$ cat src/rtl/rv32i_pkg.sv
// shared widths, types and encodings for the three-stage RV32I core
// all RTL files refer to these through rv32i_pkg:: scoped names
// the testbench uses word_t and reg_addr_t for its compare tasks

package rv32i_pkg;

  ////////////////////////////////////////////////////////////////////////////
  // widths and basic types
  ////////////////////////////////////////////////////////////////////////////
  localparam int XLEN       = 32;                 // data and address width
  localparam int REG_ADDR_W = 5;                  // 32 base registers

  typedef logic [XLEN-1:0]       word_t;          // data or address word
  typedef logic [REG_ADDR_W-1:0] reg_addr_t;      // register index

  localparam word_t NOP_INSTR = 32'h0000_0013;    // addi x0,x0,0

  ////////////////////////////////////////////////////////////////////////////
  // major opcodes the core understands, anything else retires as a no-op
  ////////////////////////////////////////////////////////////////////////////
  typedef enum logic [6:0] {
    OPC_OP     = 7'b0110011,                      // register-register alu
    OPC_OP_IMM = 7'b0010011,                      // register-immediate alu
    OPC_LUI    = 7'b0110111,
    OPC_BRANCH = 7'b1100011,                      // only beq/bne accepted
    OPC_JAL    = 7'b1101111
  } opcode_e;

  // decoded instruction class, drives the execute result mux
  typedef enum logic [2:0] {
    CLS_ALU_REG,
    CLS_ALU_IMM,
    CLS_LUI,
    CLS_BRANCH,
    CLS_JAL,
    CLS_NONE                                      // unsupported, no write
  } op_class_e;

  // alu operations
  typedef enum logic [3:0] {
    ADD,
    SUB,
    AND,
    OR,
    XOR,
    SLL,
    SRL,
    SRA,
    SLT,
    SLTU
  } alu_op_e;

endpackage
$ cat src/rtl/rv32i_core.sv
// top level of the three-stage RV32I core
// fetch -> decode -> execute/writeback, with the register file read in decode
// PC_RESET is the address of the first instruction request after reset
// the retire port reports every executed instruction and its register write

`timescale 1ns/100ps

module rv32i_core #(
  parameter rv32i_pkg::word_t PC_RESET = '0
) (
  input  logic                  i_clk,
  input  logic                  i_reset,
  input  rv32i_pkg::word_t      i_instr,
  input  logic                  i_instr_ack,
  output rv32i_pkg::word_t      o_iaddr,
  output logic                  o_instr_stb,
  output logic                  o_retire_valid,
  output rv32i_pkg::word_t      o_retire_pc,
  output logic                  o_retire_we,
  output rv32i_pkg::reg_addr_t  o_retire_rd,
  output rv32i_pkg::word_t      o_retire_data
);

  logic                  f_valid;             // fetch to decode
  rv32i_pkg::word_t      f_instr;
  rv32i_pkg::word_t      f_pc;
  logic                  rf_rd_en;            // decode to register file
  rv32i_pkg::reg_addr_t  rf_rs1_addr;
  rv32i_pkg::reg_addr_t  rf_rs2_addr;
  rv32i_pkg::word_t      rs1_data;
  rv32i_pkg::word_t      rs2_data;
  logic                  d_valid;             // decode to execute
  rv32i_pkg::op_class_e  d_class;
  rv32i_pkg::alu_op_e    d_alu_op;
  logic [2:0]            d_funct3;
  rv32i_pkg::reg_addr_t  d_rd;
  rv32i_pkg::reg_addr_t  d_rs1;
  rv32i_pkg::reg_addr_t  d_rs2;
  rv32i_pkg::word_t      d_imm;
  rv32i_pkg::word_t      d_pc;
  logic                  x_redirect;          // execute to fetch and decode
  rv32i_pkg::word_t      x_target;
  logic                  wb_we;               // execute to register file
  rv32i_pkg::reg_addr_t  wb_rd;
  rv32i_pkg::word_t      wb_data;

  assign o_retire_we   = wb_we;
  assign o_retire_rd   = wb_rd;
  assign o_retire_data = wb_data;

  rv32i_fetch #(
    .PC_RESET (PC_RESET)
  ) u_fetch (
    .i_clk       (i_clk),
    .i_reset     (i_reset),
    .i_instr     (i_instr),
    .i_instr_ack (i_instr_ack),
    .i_redirect  (x_redirect),
    .i_target    (x_target),
    .o_iaddr     (o_iaddr),
    .o_instr_stb (o_instr_stb),
    .o_valid     (f_valid),
    .o_instr     (f_instr),
    .o_pc        (f_pc)
  );

  rv32i_decode u_decode (
    .i_clk      (i_clk),
    .i_reset    (i_reset),
    .i_valid    (f_valid),
    .i_instr    (f_instr),
    .i_pc       (f_pc),
    .i_flush    (x_redirect),
    .o_rf_rd_en (rf_rd_en),
    .o_rs1_addr (rf_rs1_addr),
    .o_rs2_addr (rf_rs2_addr),
    .o_valid    (d_valid),
    .o_class    (d_class),
    .o_alu_op   (d_alu_op),
    .o_funct3   (d_funct3),
    .o_rd       (d_rd),
    .o_rs1      (d_rs1),
    .o_rs2      (d_rs2),
    .o_imm      (d_imm),
    .o_pc       (d_pc)
  );

  rv32i_regfile u_regfile (
    .i_clk      (i_clk),
    .i_rd_en    (rf_rd_en),
    .i_rs1_addr (rf_rs1_addr),
    .i_rs2_addr (rf_rs2_addr),
    .i_we       (wb_we),
    .i_rd       (wb_rd),
    .i_wdata    (wb_data),
    .o_rs1_data (rs1_data),
    .o_rs2_data (rs2_data)
  );

  rv32i_execute u_execute (
    .i_clk          (i_clk),
    .i_reset        (i_reset),
    .i_valid        (d_valid),
    .i_class        (d_class),
    .i_alu_op       (d_alu_op),
    .i_funct3       (d_funct3),
    .i_rd           (d_rd),
    .i_rs1          (d_rs1),
    .i_rs2          (d_rs2),
    .i_imm          (d_imm),
    .i_pc           (d_pc),
    .i_rs1_data     (rs1_data),
    .i_rs2_data     (rs2_data),
    .o_redirect     (x_redirect),
    .o_target       (x_target),
    .o_wb_we        (wb_we),
    .o_wb_rd        (wb_rd),
    .o_wb_data      (wb_data),
    .o_retire_valid (o_retire_valid),
    .o_retire_pc    (o_retire_pc)
  );

endmodule

$ cat src/rtl/rv32i_execute.sv
// execute and writeback stage of the core
// bypasses its own last result into the operands, runs the alu,
// resolves beq/bne/jal and raises a one-cycle redirect for taken ones
// the result register drives both the register file write and retire

`timescale 1ns/100ps

module rv32i_execute (
  input  logic                  i_clk,
  input  logic                  i_reset,
  input  logic                  i_valid,      // decode bundle
  input  rv32i_pkg::op_class_e  i_class,
  input  rv32i_pkg::alu_op_e    i_alu_op,
  input  logic [2:0]            i_funct3,
  input  rv32i_pkg::reg_addr_t  i_rd,
  input  rv32i_pkg::reg_addr_t  i_rs1,
  input  rv32i_pkg::reg_addr_t  i_rs2,
  input  rv32i_pkg::word_t      i_imm,
  input  rv32i_pkg::word_t      i_pc,
  input  rv32i_pkg::word_t      i_rs1_data,   // from register file
  input  rv32i_pkg::word_t      i_rs2_data,
  output logic                  o_redirect,
  output rv32i_pkg::word_t      o_target,
  output logic                  o_wb_we,
  output rv32i_pkg::reg_addr_t  o_wb_rd,
  output rv32i_pkg::word_t      o_wb_data,
  output logic                  o_retire_valid,
  output rv32i_pkg::word_t      o_retire_pc
);

  rv32i_pkg::word_t rs1_val;
  rv32i_pkg::word_t rs2_val;
  rv32i_pkg::word_t op_b;
  rv32i_pkg::word_t alu_y;
  rv32i_pkg::word_t result;
  logic             taken;

  ////////////////////////////////////////////////////////////////////////////
  // operand bypass, o_wb_we is already low for rd 0
  ////////////////////////////////////////////////////////////////////////////
  assign rs1_val = (o_wb_we && o_wb_rd == i_rs1) ? o_wb_data : i_rs1_data;
  assign rs2_val = (o_wb_we && o_wb_rd == i_rs2) ? o_wb_data : i_rs2_data;
  assign op_b    = (i_class == rv32i_pkg::CLS_ALU_IMM) ? i_imm : rs2_val;

  always_comb begin
    case (i_alu_op)
      rv32i_pkg::ADD:  alu_y = rs1_val + op_b;
      rv32i_pkg::SUB:  alu_y = rs1_val - op_b;
      rv32i_pkg::AND:  alu_y = rs1_val & op_b;
      rv32i_pkg::OR:   alu_y = rs1_val | op_b;
      rv32i_pkg::XOR:  alu_y = rs1_val ^ op_b;
      rv32i_pkg::SLL:  alu_y = rs1_val << op_b[4:0];
      rv32i_pkg::SRL:  alu_y = rs1_val >> op_b[4:0];
      rv32i_pkg::SRA:  alu_y = $signed(rs1_val) >>> op_b[4:0];      // keeps sign
      rv32i_pkg::SLT:  alu_y = {31'b0, $signed(rs1_val) < $signed(op_b)};
      rv32i_pkg::SLTU: alu_y = {31'b0, rs1_val < op_b};
      default:         alu_y = rs1_val + op_b;
    endcase
  end

  // result mux by class
  always_comb begin
    case (i_class)
      rv32i_pkg::CLS_LUI: result = i_imm;
      rv32i_pkg::CLS_JAL: result = i_pc + 32'd4;                     // link address
      default:            result = alu_y;
    endcase
  end

  ////////////////////////////////////////////////////////////////////////////
  // branch resolution, funct3 bit 0 picks bne over beq
  ////////////////////////////////////////////////////////////////////////////
  assign taken      = i_funct3[0] ? (rs1_val != rs2_val) : (rs1_val == rs2_val);
  assign o_redirect = i_valid && ((i_class == rv32i_pkg::CLS_JAL) ||
                                  (i_class == rv32i_pkg::CLS_BRANCH && taken));
  assign o_target   = i_pc + i_imm;

  ////////////////////////////////////////////////////////////////////////////
  // result / retire register
  ////////////////////////////////////////////////////////////////////////////
  always_ff @(posedge i_clk) begin
    if (i_reset) begin
      o_retire_valid <= 1'b0;
      o_wb_we        <= 1'b0;
    end else begin
      o_retire_valid <= i_valid;
      o_wb_we        <= i_valid && (i_rd != '0);   // x0 stays zero
    end
  end

  always_ff @(posedge i_clk) begin
    if (i_valid) begin
      o_retire_pc <= i_pc;
      o_wb_rd     <= i_rd;
      o_wb_data   <= result;
    end
  end

  // the redirect must flush decode, so the next cycle has nothing to resolve
  a_redirect_once : assert property (@(posedge i_clk) disable iff (i_reset)
    o_redirect |=> !o_redirect);

endmodule

$ cat src/rtl/rv32i_decode.sv
// decode stage, splits the instruction into fields and builds immediates
// register file addresses go out combinationally with the fetch strobe
// the decoded bundle is registered, so it lines up with the read data
// unsupported opcodes become CLS_NONE and never write a register

`timescale 1ns/100ps

module rv32i_decode (
  input  logic                  i_clk,
  input  logic                  i_reset,
  input  logic                  i_valid,      // strobe from fetch
  input  rv32i_pkg::word_t      i_instr,
  input  rv32i_pkg::word_t      i_pc,
  input  logic                  i_flush,      // redirect from execute
  output logic                  o_rf_rd_en,
  output rv32i_pkg::reg_addr_t  o_rs1_addr,
  output rv32i_pkg::reg_addr_t  o_rs2_addr,
  output logic                  o_valid,
  output rv32i_pkg::op_class_e  o_class,
  output rv32i_pkg::alu_op_e    o_alu_op,
  output logic [2:0]            o_funct3,
  output rv32i_pkg::reg_addr_t  o_rd,
  output rv32i_pkg::reg_addr_t  o_rs1,
  output rv32i_pkg::reg_addr_t  o_rs2,
  output rv32i_pkg::word_t      o_imm,
  output rv32i_pkg::word_t      o_pc
);

  rv32i_pkg::opcode_e    opcode;
  rv32i_pkg::op_class_e  cls;
  rv32i_pkg::alu_op_e    alu_op;
  rv32i_pkg::word_t      imm;
  rv32i_pkg::reg_addr_t  rd;
  logic [2:0]            funct3;
  logic                  alt;                 // funct7 bit 5, sub and sra

  assign opcode     = rv32i_pkg::opcode_e'(i_instr[6:0]);
  assign funct3     = i_instr[14:12];
  assign alt        = i_instr[30];
  assign o_rf_rd_en = i_valid;
  assign o_rs1_addr = i_instr[19:15];
  assign o_rs2_addr = i_instr[24:20];

  ////////////////////////////////////////////////////////////////////////////
  // class and immediate
  ////////////////////////////////////////////////////////////////////////////
  always_comb begin
    cls = rv32i_pkg::CLS_NONE;
    imm = {{20{i_instr[31]}}, i_instr[31:20]};                        // i-type
    case (opcode)
      rv32i_pkg::OPC_OP:     cls = rv32i_pkg::CLS_ALU_REG;
      rv32i_pkg::OPC_OP_IMM: cls = rv32i_pkg::CLS_ALU_IMM;
      rv32i_pkg::OPC_LUI: begin
        cls = rv32i_pkg::CLS_LUI;
        imm = {i_instr[31:12], 12'b0};                                // u-type
      end
      rv32i_pkg::OPC_BRANCH: begin
        if (funct3[2:1] == 2'b00) begin
          cls = rv32i_pkg::CLS_BRANCH;        // beq and bne only
        end
        imm = {{19{i_instr[31]}}, i_instr[31], i_instr[7], i_instr[30:25],
               i_instr[11:8], 1'b0};                                  // b-type
      end
      rv32i_pkg::OPC_JAL: begin
        cls = rv32i_pkg::CLS_JAL;
        imm = {{11{i_instr[31]}}, i_instr[31], i_instr[19:12], i_instr[20],
               i_instr[30:21], 1'b0};                                 // j-type
      end
      default: cls = rv32i_pkg::CLS_NONE;
    endcase
  end

  // funct3/funct7 to alu op, subi does not exist so alt only counts for op
  always_comb begin
    case (funct3)
      3'b000:  alu_op = (cls == rv32i_pkg::CLS_ALU_REG && alt) ? rv32i_pkg::SUB
                                                                 : rv32i_pkg::ADD;
      3'b001:  alu_op = rv32i_pkg::SLL;
      3'b010:  alu_op = rv32i_pkg::SLT;
      3'b011:  alu_op = rv32i_pkg::SLTU;
      3'b100:  alu_op = rv32i_pkg::XOR;
      3'b101:  alu_op = alt ? rv32i_pkg::SRA : rv32i_pkg::SRL;
      3'b110:  alu_op = rv32i_pkg::OR;
      default: alu_op = rv32i_pkg::AND;
    endcase
  end

  // branches and no-ops carry rd 0, so execute never writes for them
  assign rd = (cls == rv32i_pkg::CLS_BRANCH || cls == rv32i_pkg::CLS_NONE) ? '0
                                                                          : i_instr[11:7];

  ////////////////////////////////////////////////////////////////////////////
  // decode output register
  ////////////////////////////////////////////////////////////////////////////
  always_ff @(posedge i_clk) begin
    if (i_reset) begin
      o_valid <= 1'b0;
    end else begin
      o_valid <= i_valid & ~i_flush;          // flushed slot never executes
    end
  end

  always_ff @(posedge i_clk) begin
    if (i_valid) begin
      o_class  <= cls;
      o_alu_op <= alu_op;
      o_funct3 <= funct3;
      o_rd     <= rd;
      o_rs1    <= o_rs1_addr;                 // kept for the bypass compare
      o_rs2    <= o_rs2_addr;
      o_imm    <= imm;
      o_pc     <= i_pc;
    end
  end

endmodule

$ cat src/rtl/rv32i_fetch.sv
// fetch stage, keeps the pc and talks to the instruction memory
// one strobe per request, the ack may come back after any delay
// each accepted instruction is handed to decode as a one-cycle strobe
// a redirect from execute moves the pc and drops the reply in flight

`timescale 1ns/100ps

module rv32i_fetch #(
  parameter rv32i_pkg::word_t PC_RESET = '0
) (
  input  logic             i_clk,
  input  logic             i_reset,
  input  rv32i_pkg::word_t i_instr,           // valid with i_instr_ack
  input  logic             i_instr_ack,
  input  logic             i_redirect,        // taken branch or jal in execute
  input  rv32i_pkg::word_t i_target,
  output rv32i_pkg::word_t o_iaddr,
  output logic             o_instr_stb,
  output logic             o_valid,           // to decode
  output rv32i_pkg::word_t o_instr,
  output rv32i_pkg::word_t o_pc
);

  rv32i_pkg::word_t pc;                       // address of current request
  logic             pending;                  // strobe sent, ack not yet seen
  logic             discard;                  // outstanding reply is stale
  logic             drop;                     // this ack goes nowhere

  assign o_iaddr = pc;
  assign drop    = discard | i_redirect;

  ////////////////////////////////////////////////////////////////////////////
  // request control
  ////////////////////////////////////////////////////////////////////////////
  always_ff @(posedge i_clk) begin
    if (i_reset) begin
      pc          <= PC_RESET;
      pending     <= 1'b0;
      discard     <= 1'b0;
      o_instr_stb <= 1'b0;
      o_valid     <= 1'b0;
    end else begin
      o_instr_stb <= i_instr_ack | (~o_instr_stb & ~pending);  // first req after reset
      pending     <= (pending & ~i_instr_ack) | o_instr_stb;
      o_valid     <= i_instr_ack & ~drop;
      if (i_redirect) begin
        pc      <= i_target;
        discard <= ~i_instr_ack & (pending | o_instr_stb);     // reply still to come
      end else if (i_instr_ack) begin
        if (!discard) begin
          pc <= pc + 32'd4;                   // sequential fetch
        end
        discard <= 1'b0;                      // stale reply has arrived
      end
    end
  end

  // payload to decode, no reset needed
  always_ff @(posedge i_clk) begin
    if (i_instr_ack) begin
      o_instr <= drop ? rv32i_pkg::NOP_INSTR : i_instr;
      o_pc    <= pc;
    end
  end

  // the memory must not get a second strobe before it has answered
  a_one_outstanding : assert property (@(posedge i_clk) disable iff (i_reset)
    o_instr_stb |-> !pending);

endmodule

$ cat src/rtl/rv32i_regfile.sv
// 32 x 32 base register file with two registered read ports
// reads are taken when i_rd_en is high and appear one cycle later
// a write in the same cycle as a matching read is passed straight through

`timescale 1ns/100ps

module rv32i_regfile (
  input  logic                 i_clk,
  input  logic                 i_rd_en,       // decode has a valid instruction
  input  rv32i_pkg::reg_addr_t i_rs1_addr,
  input  rv32i_pkg::reg_addr_t i_rs2_addr,
  input  logic                 i_we,          // writeback enable from execute
  input  rv32i_pkg::reg_addr_t i_rd,
  input  rv32i_pkg::word_t     i_wdata,
  output rv32i_pkg::word_t     o_rs1_data,
  output rv32i_pkg::word_t     o_rs2_data
);

  rv32i_pkg::word_t regs [32];                // entry 0 is never read

  // x0 is hardwired, then write-through, then the stored value
  function automatic rv32i_pkg::word_t read_port(input rv32i_pkg::reg_addr_t addr);
    if (addr == '0) begin
      return '0;
    end
    if (i_we && (addr == i_rd)) begin
      return i_wdata;                         // same-cycle write wins
    end
    return regs[addr];
  endfunction

  always_ff @(posedge i_clk) begin
    if (i_we) begin
      regs[i_rd] <= i_wdata;
    end
    if (i_rd_en) begin
      o_rs1_data <= read_port(i_rs1_addr);    // aligned with decode output reg
      o_rs2_data <= read_port(i_rs2_addr);
    end
  end

  // execute must already have masked writes to x0
  a_no_x0_write : assert property (@(posedge i_clk) i_we |-> (i_rd != '0));

endmodule

$ cat config.mk
export PLATFORM = sky130hd
export DESIGN_NAME = rv32i_core
export DESIGN_NICKNAME = d
export VERILOG_FILES = /design/src/rtl/rv32i_pkg.sv /design/src/rtl/rv32i_core.sv /design/src/rtl/rv32i_execute.sv /design/src/rtl/rv32i_decode.sv /design/src/rtl/rv32i_fetch.sv /design/src/rtl/rv32i_regfile.sv
export SDC_FILE = /design/constraint.sdc
export NUM_CORES = 2
export LEC_CHECK = 0
export BUFFER_PORTS_ARGS = -buffer_cell sky130_fd_sc_hd__buf_2
export CORE_MARGIN = 10
export CORE_UTILIZATION = 40
export CTS_CLUSTER_SIZE = 24
export DETAILED_ROUTE_END_ITERATION = 8
export GPL_TIMING_DRIVEN = 0
export SLEW_MARGIN = 20
export SYNTH_ARGS = -nofsm -noshare
export SYNTH_HDL_FRONTEND = slang
export SYNTH_SLANG_ARGS = --single-unit
$ cat constraint.sdc
create_clock -name i_clk -period 13.9 [get_ports i_clk]
set_input_delay 1.39 -clock i_clk [delete_from_list [all_inputs] [get_ports i_clk]]
set_output_delay 1.39 -clock i_clk [all_outputs]
set_load 0.02 [all_outputs]
After elaboration in Yosys (flattened, before gate mapping)
Memory sizes are Yosys's and may differ from the RTL's. A register that Yosys moved wholly into a read port is not among the register bits.
Cells that the tools add are included.
- flip-flop bits (word level): 323
- bits in writable memories: 1024
- bits of input ports: 35
- output and inout port bits: 104
- logic and storage cells: 143
- memories kept: 1
- add/subtract/negate cells: 5
- magnitude comparators: 2
- eq/ne operators: 33
- shift-type cells: 3
- multiplexer cells: 41
- bitwise logic cells: 17
- reduce and logical (&&, ||, !) cells: 18
- memories (memory ; words ; bits a word ; read ports ; clocked after Yosys merged registers in ; wr ports ; line ; RTL):
    u_regfile.regs ; 32 ; 32 ; 2 ; 2 ; 1 ; rv32i_regfile.sv:19 ; rv32i_pkg::word_t regs [32];
- operator list (operator ; count):
    $mux 32 ; 14
    $pmux 32 s9 ; 1
    $pmux 31 s3 ; 1
    $add 32x3->32 const B ; 2
    $add 32x32->32 ; 2
    $lt 32x32->1 ; 2
    $pmux 32 s2 ; 1
    $and 32x32->32 ; 1
    $eq 32x32->1 ; 1
    $ne 32x32->1 ; 1
    $or 32x32->32 ; 1
    $shl 32x5->32 ; 1
    $shr 32x5->32 ; 1
    $sshr 32x5->32 ; 1
    $sub 32x32->32 ; 1
    $xor 32x32->32 ; 1
    $pmux 4 s7 ; 1
    $eq 5x5->1 ; 4
    $mux 5 ; 4
    $mux 1 ; 17
    $eq 4x3->1 const B ; 4
    $eq 3x2->1 const B ; 5
    $eq 3x3->1 const B ; 5
    $pmux 3 s5 ; 1
    other kinds (20) ; 46

Logic depth before layout (Yosys ltp)
- depth in word-level cells: 11
- mapped depth: 23
- gate-level depth less buffers: 19

Hierarchy
From an unflattened synthesis, not the netlist that was laid out.
- cell total of the unflattened synthesis: 5324
- area, all modules: 72777.3 sq um
- by module, submodules not included (module ; instances ; cells each ; area each (sq um) ; sequential area each (sq um)):
    rv32i_regfile ; 1 ; 2683 ; 49994.2 ; 32671.3
    rv32i_execute ; 1 ; 2093 ; 15184.6 ; 2112.0
    rv32i_fetch ; 1 ; 353 ; 4182.8 ; 2642.5
    rv32i_decode ; 1 ; 195 ; 3415.8 ; 2692.6

Worst setup path before layout
Ideal clock, no wire load.
- path type: reg2reg
- start: register u_execute.o_wb_rd[1]
- end: register u_execute.o_wb_data[30], data pin
- setup time: 0.259 ns
- arrival: 5.252 ns
- required time: 13.641 ns
- path slack: 8.390 ns
- stages on the path, launching flop included: 24
- path buffers: 6
- clock period less this slack: 5.510 ns
- cell sequence: edfxtp_1 > buf_6 > xor2_2 > nor4_4 > mux2_2 > and2_1 > buf_4 > inv_2 > buf_2 > buf_2 > buf_2 > buf_2 > ha_1 > inv_1 > a31o_2 > a21o_1 > a2111oi_0 > a21boi_1 > o41a_1 > o31ai_4 > a311o_1 > a21oi_1 > nor3_1 > a211o_1
- cells in the longest elaborated chain, start to end: 7
- elaborated cells between the ends (all ways): 17
- classes of those cells: add/sub: 2; eq/ne: 2; shift: 3; mux: 5; bitwise: 3; reduce/logical: 2
- RTL lines (element ; line ; RTL):
    start: declaration ; rv32i_execute.sv:25 ; output rv32i_pkg::reg_addr_t o_wb_rd,
    start signal: assignment ; rv32i_execute.sv:94 ; o_wb_rd <= i_rd;
    $eq 5x5->1 ; rv32i_execute.sv:42 ; assign rs2_val = (o_wb_we && o_wb_rd == i_rs2) ? o_wb_data : i_rs2_data;
    $logic_and 1x1->1 ; rv32i_execute.sv:42 ;
    $mux 32 ; rv32i_execute.sv:42 ;
    $mux 32 ; rv32i_execute.sv:43 ; assign op_b = (i_class == rv32i_pkg::CLS_ALU_IMM) ? i_imm : rs2_val;
    $add 32x32->32 (tied with other cells) ; rv32i_execute.sv:47, rv32i_execute.sv:57 ;
    $pmux 32 s9 (*) ; rv32i_execute.sv:46 ; case (i_alu_op)
    $pmux 32 s2 (*) ; rv32i_execute.sv:63 ; case (i_class)
    named net u_execute.result[30] ; rv32i_execute.sv:35 ; rv32i_pkg::word_t result;
    end signal: assignment ; rv32i_execute.sv:95 ; o_wb_data <= result;
    end: declaration ; rv32i_execute.sv:26 ; output rv32i_pkg::word_t o_wb_data,
The timed path passes the listed nets; every way through them passes the cells marked *.
A chain may end at the register's enable or synchronous reset.

Worst setup path in the final report
- start: register u_execute.o_wb_rd[0]
- end: register u_execute.o_wb_data[30], data pin
Same word-level chain as after synthesis.

==> flow_metrics.env <==
export IMPL_status="finished, final reports clean"
export IMPL_dr_total_vias=48700
export IMPL_grt_pass1_wl_um=382000
export IMPL_busiest_layer="met2"
export IMPL_layout_common_cells="edfxtp_1 (1,308), mux4_2 (640), nor2_1 (281), nand2_1 (251), mux2i_1 (235)"
export IMPL_grtUsageMet2=0.430
export IMPL_cp_required_ns=14.38
export IMPL_yosysWarnings=0
export IMPL_chipHeight_um=444
export IMPL_ctsHoldBuffers=0
export IMPL_skew_ns=0.0708
export IMPL_cp_start_kind="register"
export IMPL_power_density_nw_per_um2=123
export IMPL_clk_latency_ns=0.81
export IMPL_finalNonFillerCells=7554
export IMPL_cts_max_level=4
export IMPL_cp_end_kind="register"
export IMPL_cts_buffer_depth=3
export IMPL_fmax_mhz=114
export IMPL_finalCritPeriodShare=0.633
export IMPL_synth_edff_count=1308
export IMPL_relSlewSlack=0.172
export IMPL_drive_gt1_frac=0.255
export IMPL_first_global_vias=48200
export IMPL_worstPathMaxFanout=11
export IMPL_rsz0062_at_grt="no"
export IMPL_final_util=0.465
export IMPL_grt_ovfl_total=0
export IMPL_clock_sinks=1357
export IMPL_leakagePower_nw=27.5
export IMPL_die_area_sq_um=197000
export IMPL_drtPass1Iterations=6
export IMPL_ys_ff_latch=1357
export IMPL_cts_setup_buffers=0
export IMPL_ant_nets=0
export IMPL_r2r_slack_ns=5.11
export IMPL_core_sq_um=179000
export IMPL_gp_congestion=1.03
export IMPL_vias_per_cell=6.45
export IMPL_cts_buffers=144
export IMPL_met1_usage=0.352
export IMPL_wirelength_um=275000
export IMPL_dp_cells=7284
export IMPL_post_cts_resized=0
export IMPL_synth_seq_area_share=0.560
export IMPL_grt_max_degree=62
export IMPL_pre_cts_slack_ns=5.26
export IMPL_syn_inst=4666
export IMPL_io_pins=139
export IMPL_critPathKind="register to register"
export IMPL_worst_slack_ns=5.11
export IMPL_antenna_found_initial=7
export IMPL_wire_per_inst_um=36.4
export IMPL_grt_usage=0.272
export IMPL_final_nets=5246
export IMPL_cts_reportedPaths_clkPinSlew_ns=0.06
export IMPL_grtUsageMet3=0.0572
export IMPL_fin_crit_ns=8.79
export IMPL_syn_to_final_growth_pct=15.4
export IMPL_syn_nets=4833
export IMPL_syn_avg_cell_area_sq_um=15.4
export IMPL_crit_family="compound AO/OA/AOI/OAI gates"
export IMPL_drt_iter0_drc=6618
export IMPL_fin_tns_setup_ns=0
export IMPL_place_detailed_hpwl_um=203000
export IMPL_async_flop_share=0
export IMPL_cp_num_buf_inv=5
export IMPL_portBuffers=138
export IMPL_synth_area_sq_um=71900
export IMPL_row_count=155
export IMPL_slew_violations=0
export IMPL_hold_class="register to register"
export IMPL_crit_chain="buf_2 -> xnor2_1 -> and2_1 -> and2_1 -> buf_4 -> mux2i_1 -> o21a_1 -> clkbuf_1 -> buf_1 -> ha_1 -> clkbuf_1 -> a221oi_1 -> o311ai_0 -> o31ai_1 -> a41oi_1 -> o21ai_0 -> a311oi_1 -> nor3_1 -> nor4_1 -> a31oi_1 -> a211o_1"
export IMPL_synthFlopType="edfxtp_1"
export IMPL_slowest_stage="a41oi_1"
export IMPL_drc=0
export IMPL_layout_commonest_cell="edfxtp_1"
export IMPL_crit_path_max_incr_delay_ns=0.72
export IMPL_drv_cap=0
export IMPL_start_util=0.403
export IMPL_die_w_um=444
export IMPL_finalHoldViolations=0
export IMPL_arrival_ns=9.27
export IMPL_worst_slew_pin_slew_ns=1.21
export IMPL_finalSetupViolCount=0
export IMPL_cts_tree="built"
export IMPL_yosysUniqueCellTypes=94
export IMPL_clock_root_buffer="clkbuf_16"
export IMPL_total_power_mw=10.2
export IMPL_max_vdd_ir_drop_mv=0.114
[area by class of cell]
cell class	count	area (sq um)
Buffer	321	1400
Multi-Input combinational cell	2879	30300
Inverter	109	422
Timing Repair Buffer	267	3120
Sequential cell	1357	40300
Fill cell	15400	95600
Antenna cell	5	12.5
Tap cell	2355	2950
Clock buffer	181	3790
Clock inverter	80	764
[synthesized netlist by cell type, types with 8 or more instances]
cell type / instances / area [sq um]
dfxtp_1: 49 / 981
o2111ai_1: 10 / 87.6
a211oi_1: 93 / 698
nor4_1: 18 / 113
nand2_1: 251 / 942
o211ai_1: 22 / 165
and3_1: 26 / 163
nand3_1: 74 / 370
a221oi_1: 29 / 254
nand4_1: 37 / 231
o21bai_1: 22 / 165
nand3b_1: 8 / 60.1
o311ai_0: 8 / 70.1
nand2b_1: 12 / 75.1
o22ai_1: 20 / 125
o21ai_0: 97 / 485
o2bb2ai_1: 11 / 96.3
a2111oi_0: 8 / 70.1
o221ai_1: 10 / 87.6
a31oi_1: 23 / 144
o21ai_1: 11 / 55.1
nor3_1: 35 / 175
mux2_2: 36 / 405
a21o_1: 56 / 420
and2_1: 41 / 257
edfxtp_1: 1308 / 39300
o21a_1: 37 / 278
mux4_2: 640 / 14400
a211o_1: 8 / 70.1
buf_2: 28 / 140
a21oi_1: 154 / 771
or3_1: 14 / 87.6
xor2_1: 49 / 429
clkbuf_1: 205 / 769
nor2b_1: 22 / 138
xnor2_1: 130 / 1140
inv_1: 100 / 375
ha_1: 129 / 1610
buf_1: 72 / 270
mux2i_1: 257 / 2570
buf_4: 8 / 60.1
nor2_1: 316 / 1190
a22oi_1: 34 / 255
o31ai_1: 16 / 120
a32oi_1: 8 / 70.1
[worst paths after layout]
path,start,end,cells after the start
min,u_fetch.o_pc[0]$_DFFE_PP_,u_decode.o_pc[0]$_DFFE_PP_,0
min reg2reg,u_fetch.o_pc[0]$_DFFE_PP_,u_decode.o_pc[0]$_DFFE_PP_,0
max,u_execute.o_wb_rd[0]$_DFFE_PP_,u_execute.o_wb_data[30]$_DFFE_PP_,21
max reg2reg,u_execute.o_wb_rd[0]$_DFFE_PP_,u_execute.o_wb_data[30]$_DFFE_PP_,21
[per-layer routing]
| metal | wire [um] | share of wire |
|---|---|---|
| met1 | 105000 | 0.38 |
| met2 | 127000 | 0.46 |
| met3 | 24800 | 0.090 |
| met4 | 17600 | 0.064 |
| met5 | 0 | 0 |
[flip-flops by register name, summed over array words and instances (netlist names), 3 cells and up, named ones only]
register               count
u_fetch.o_pc              32
u_decode.o_imm            32
u_execute.o_wb_data       32
u_fetch.o_iaddr           32
u_regfile.o_rs1_data      32
u_decode.o_pc             32
u_fetch.o_instr           32
u_decode.o_class           3
u_decode.o_rs2             5
u_decode.o_rd              5
u_execute.o_wb_rd          5
u_decode.o_rs1             5
u_regfile.regs          1024
u_execute.o_retire_pc     32
u_decode.o_alu_op          4
u_regfile.o_rs2_data      32
[where the power goes]
group | switching (mW) | internal (mW) | total [mW]
registers | 0.0737 | 4.55 | 4.62
logic | 1.17 | 0.685 | 1.86
clock network | 1.69 | 2.07 | 3.76
[cells by family after synthesis]
family,synth area share
AOI/OAI and AO/OA,0.0705
DFF,0.560
adders and majority gates,0.0233
xor gates and xnor gates,0.0220
muxes,0.242
buffers and inverters,0.0245
and+or+nand+nor,0.0575
[through the flow]
step	cell area [sq um]	hold WS (ns)
floorplan	71900	0.400
global placement	75600	0.401
detailed placement	78400	0.405
CTS	82900	0.406
global route	83000	0.404
finish	83000	0.406
[worst reg2reg max path: cells and delay by family (launching register included)]
family / cells / cell delay (ns)
AO/OA/AOI/OAI: 9 / 3.89
XOR/XNOR: 1 / 0.56
adder cells (fa/ha/maj): 1 / 0.27
buffers and inverters: 5 / 2.17
flip-flops: 1 / 0.43
multiplexers: 1 / 0.32
AND/OR/NAND/NOR: 4 / 0.84
Power figures use the tool's default switching activity.
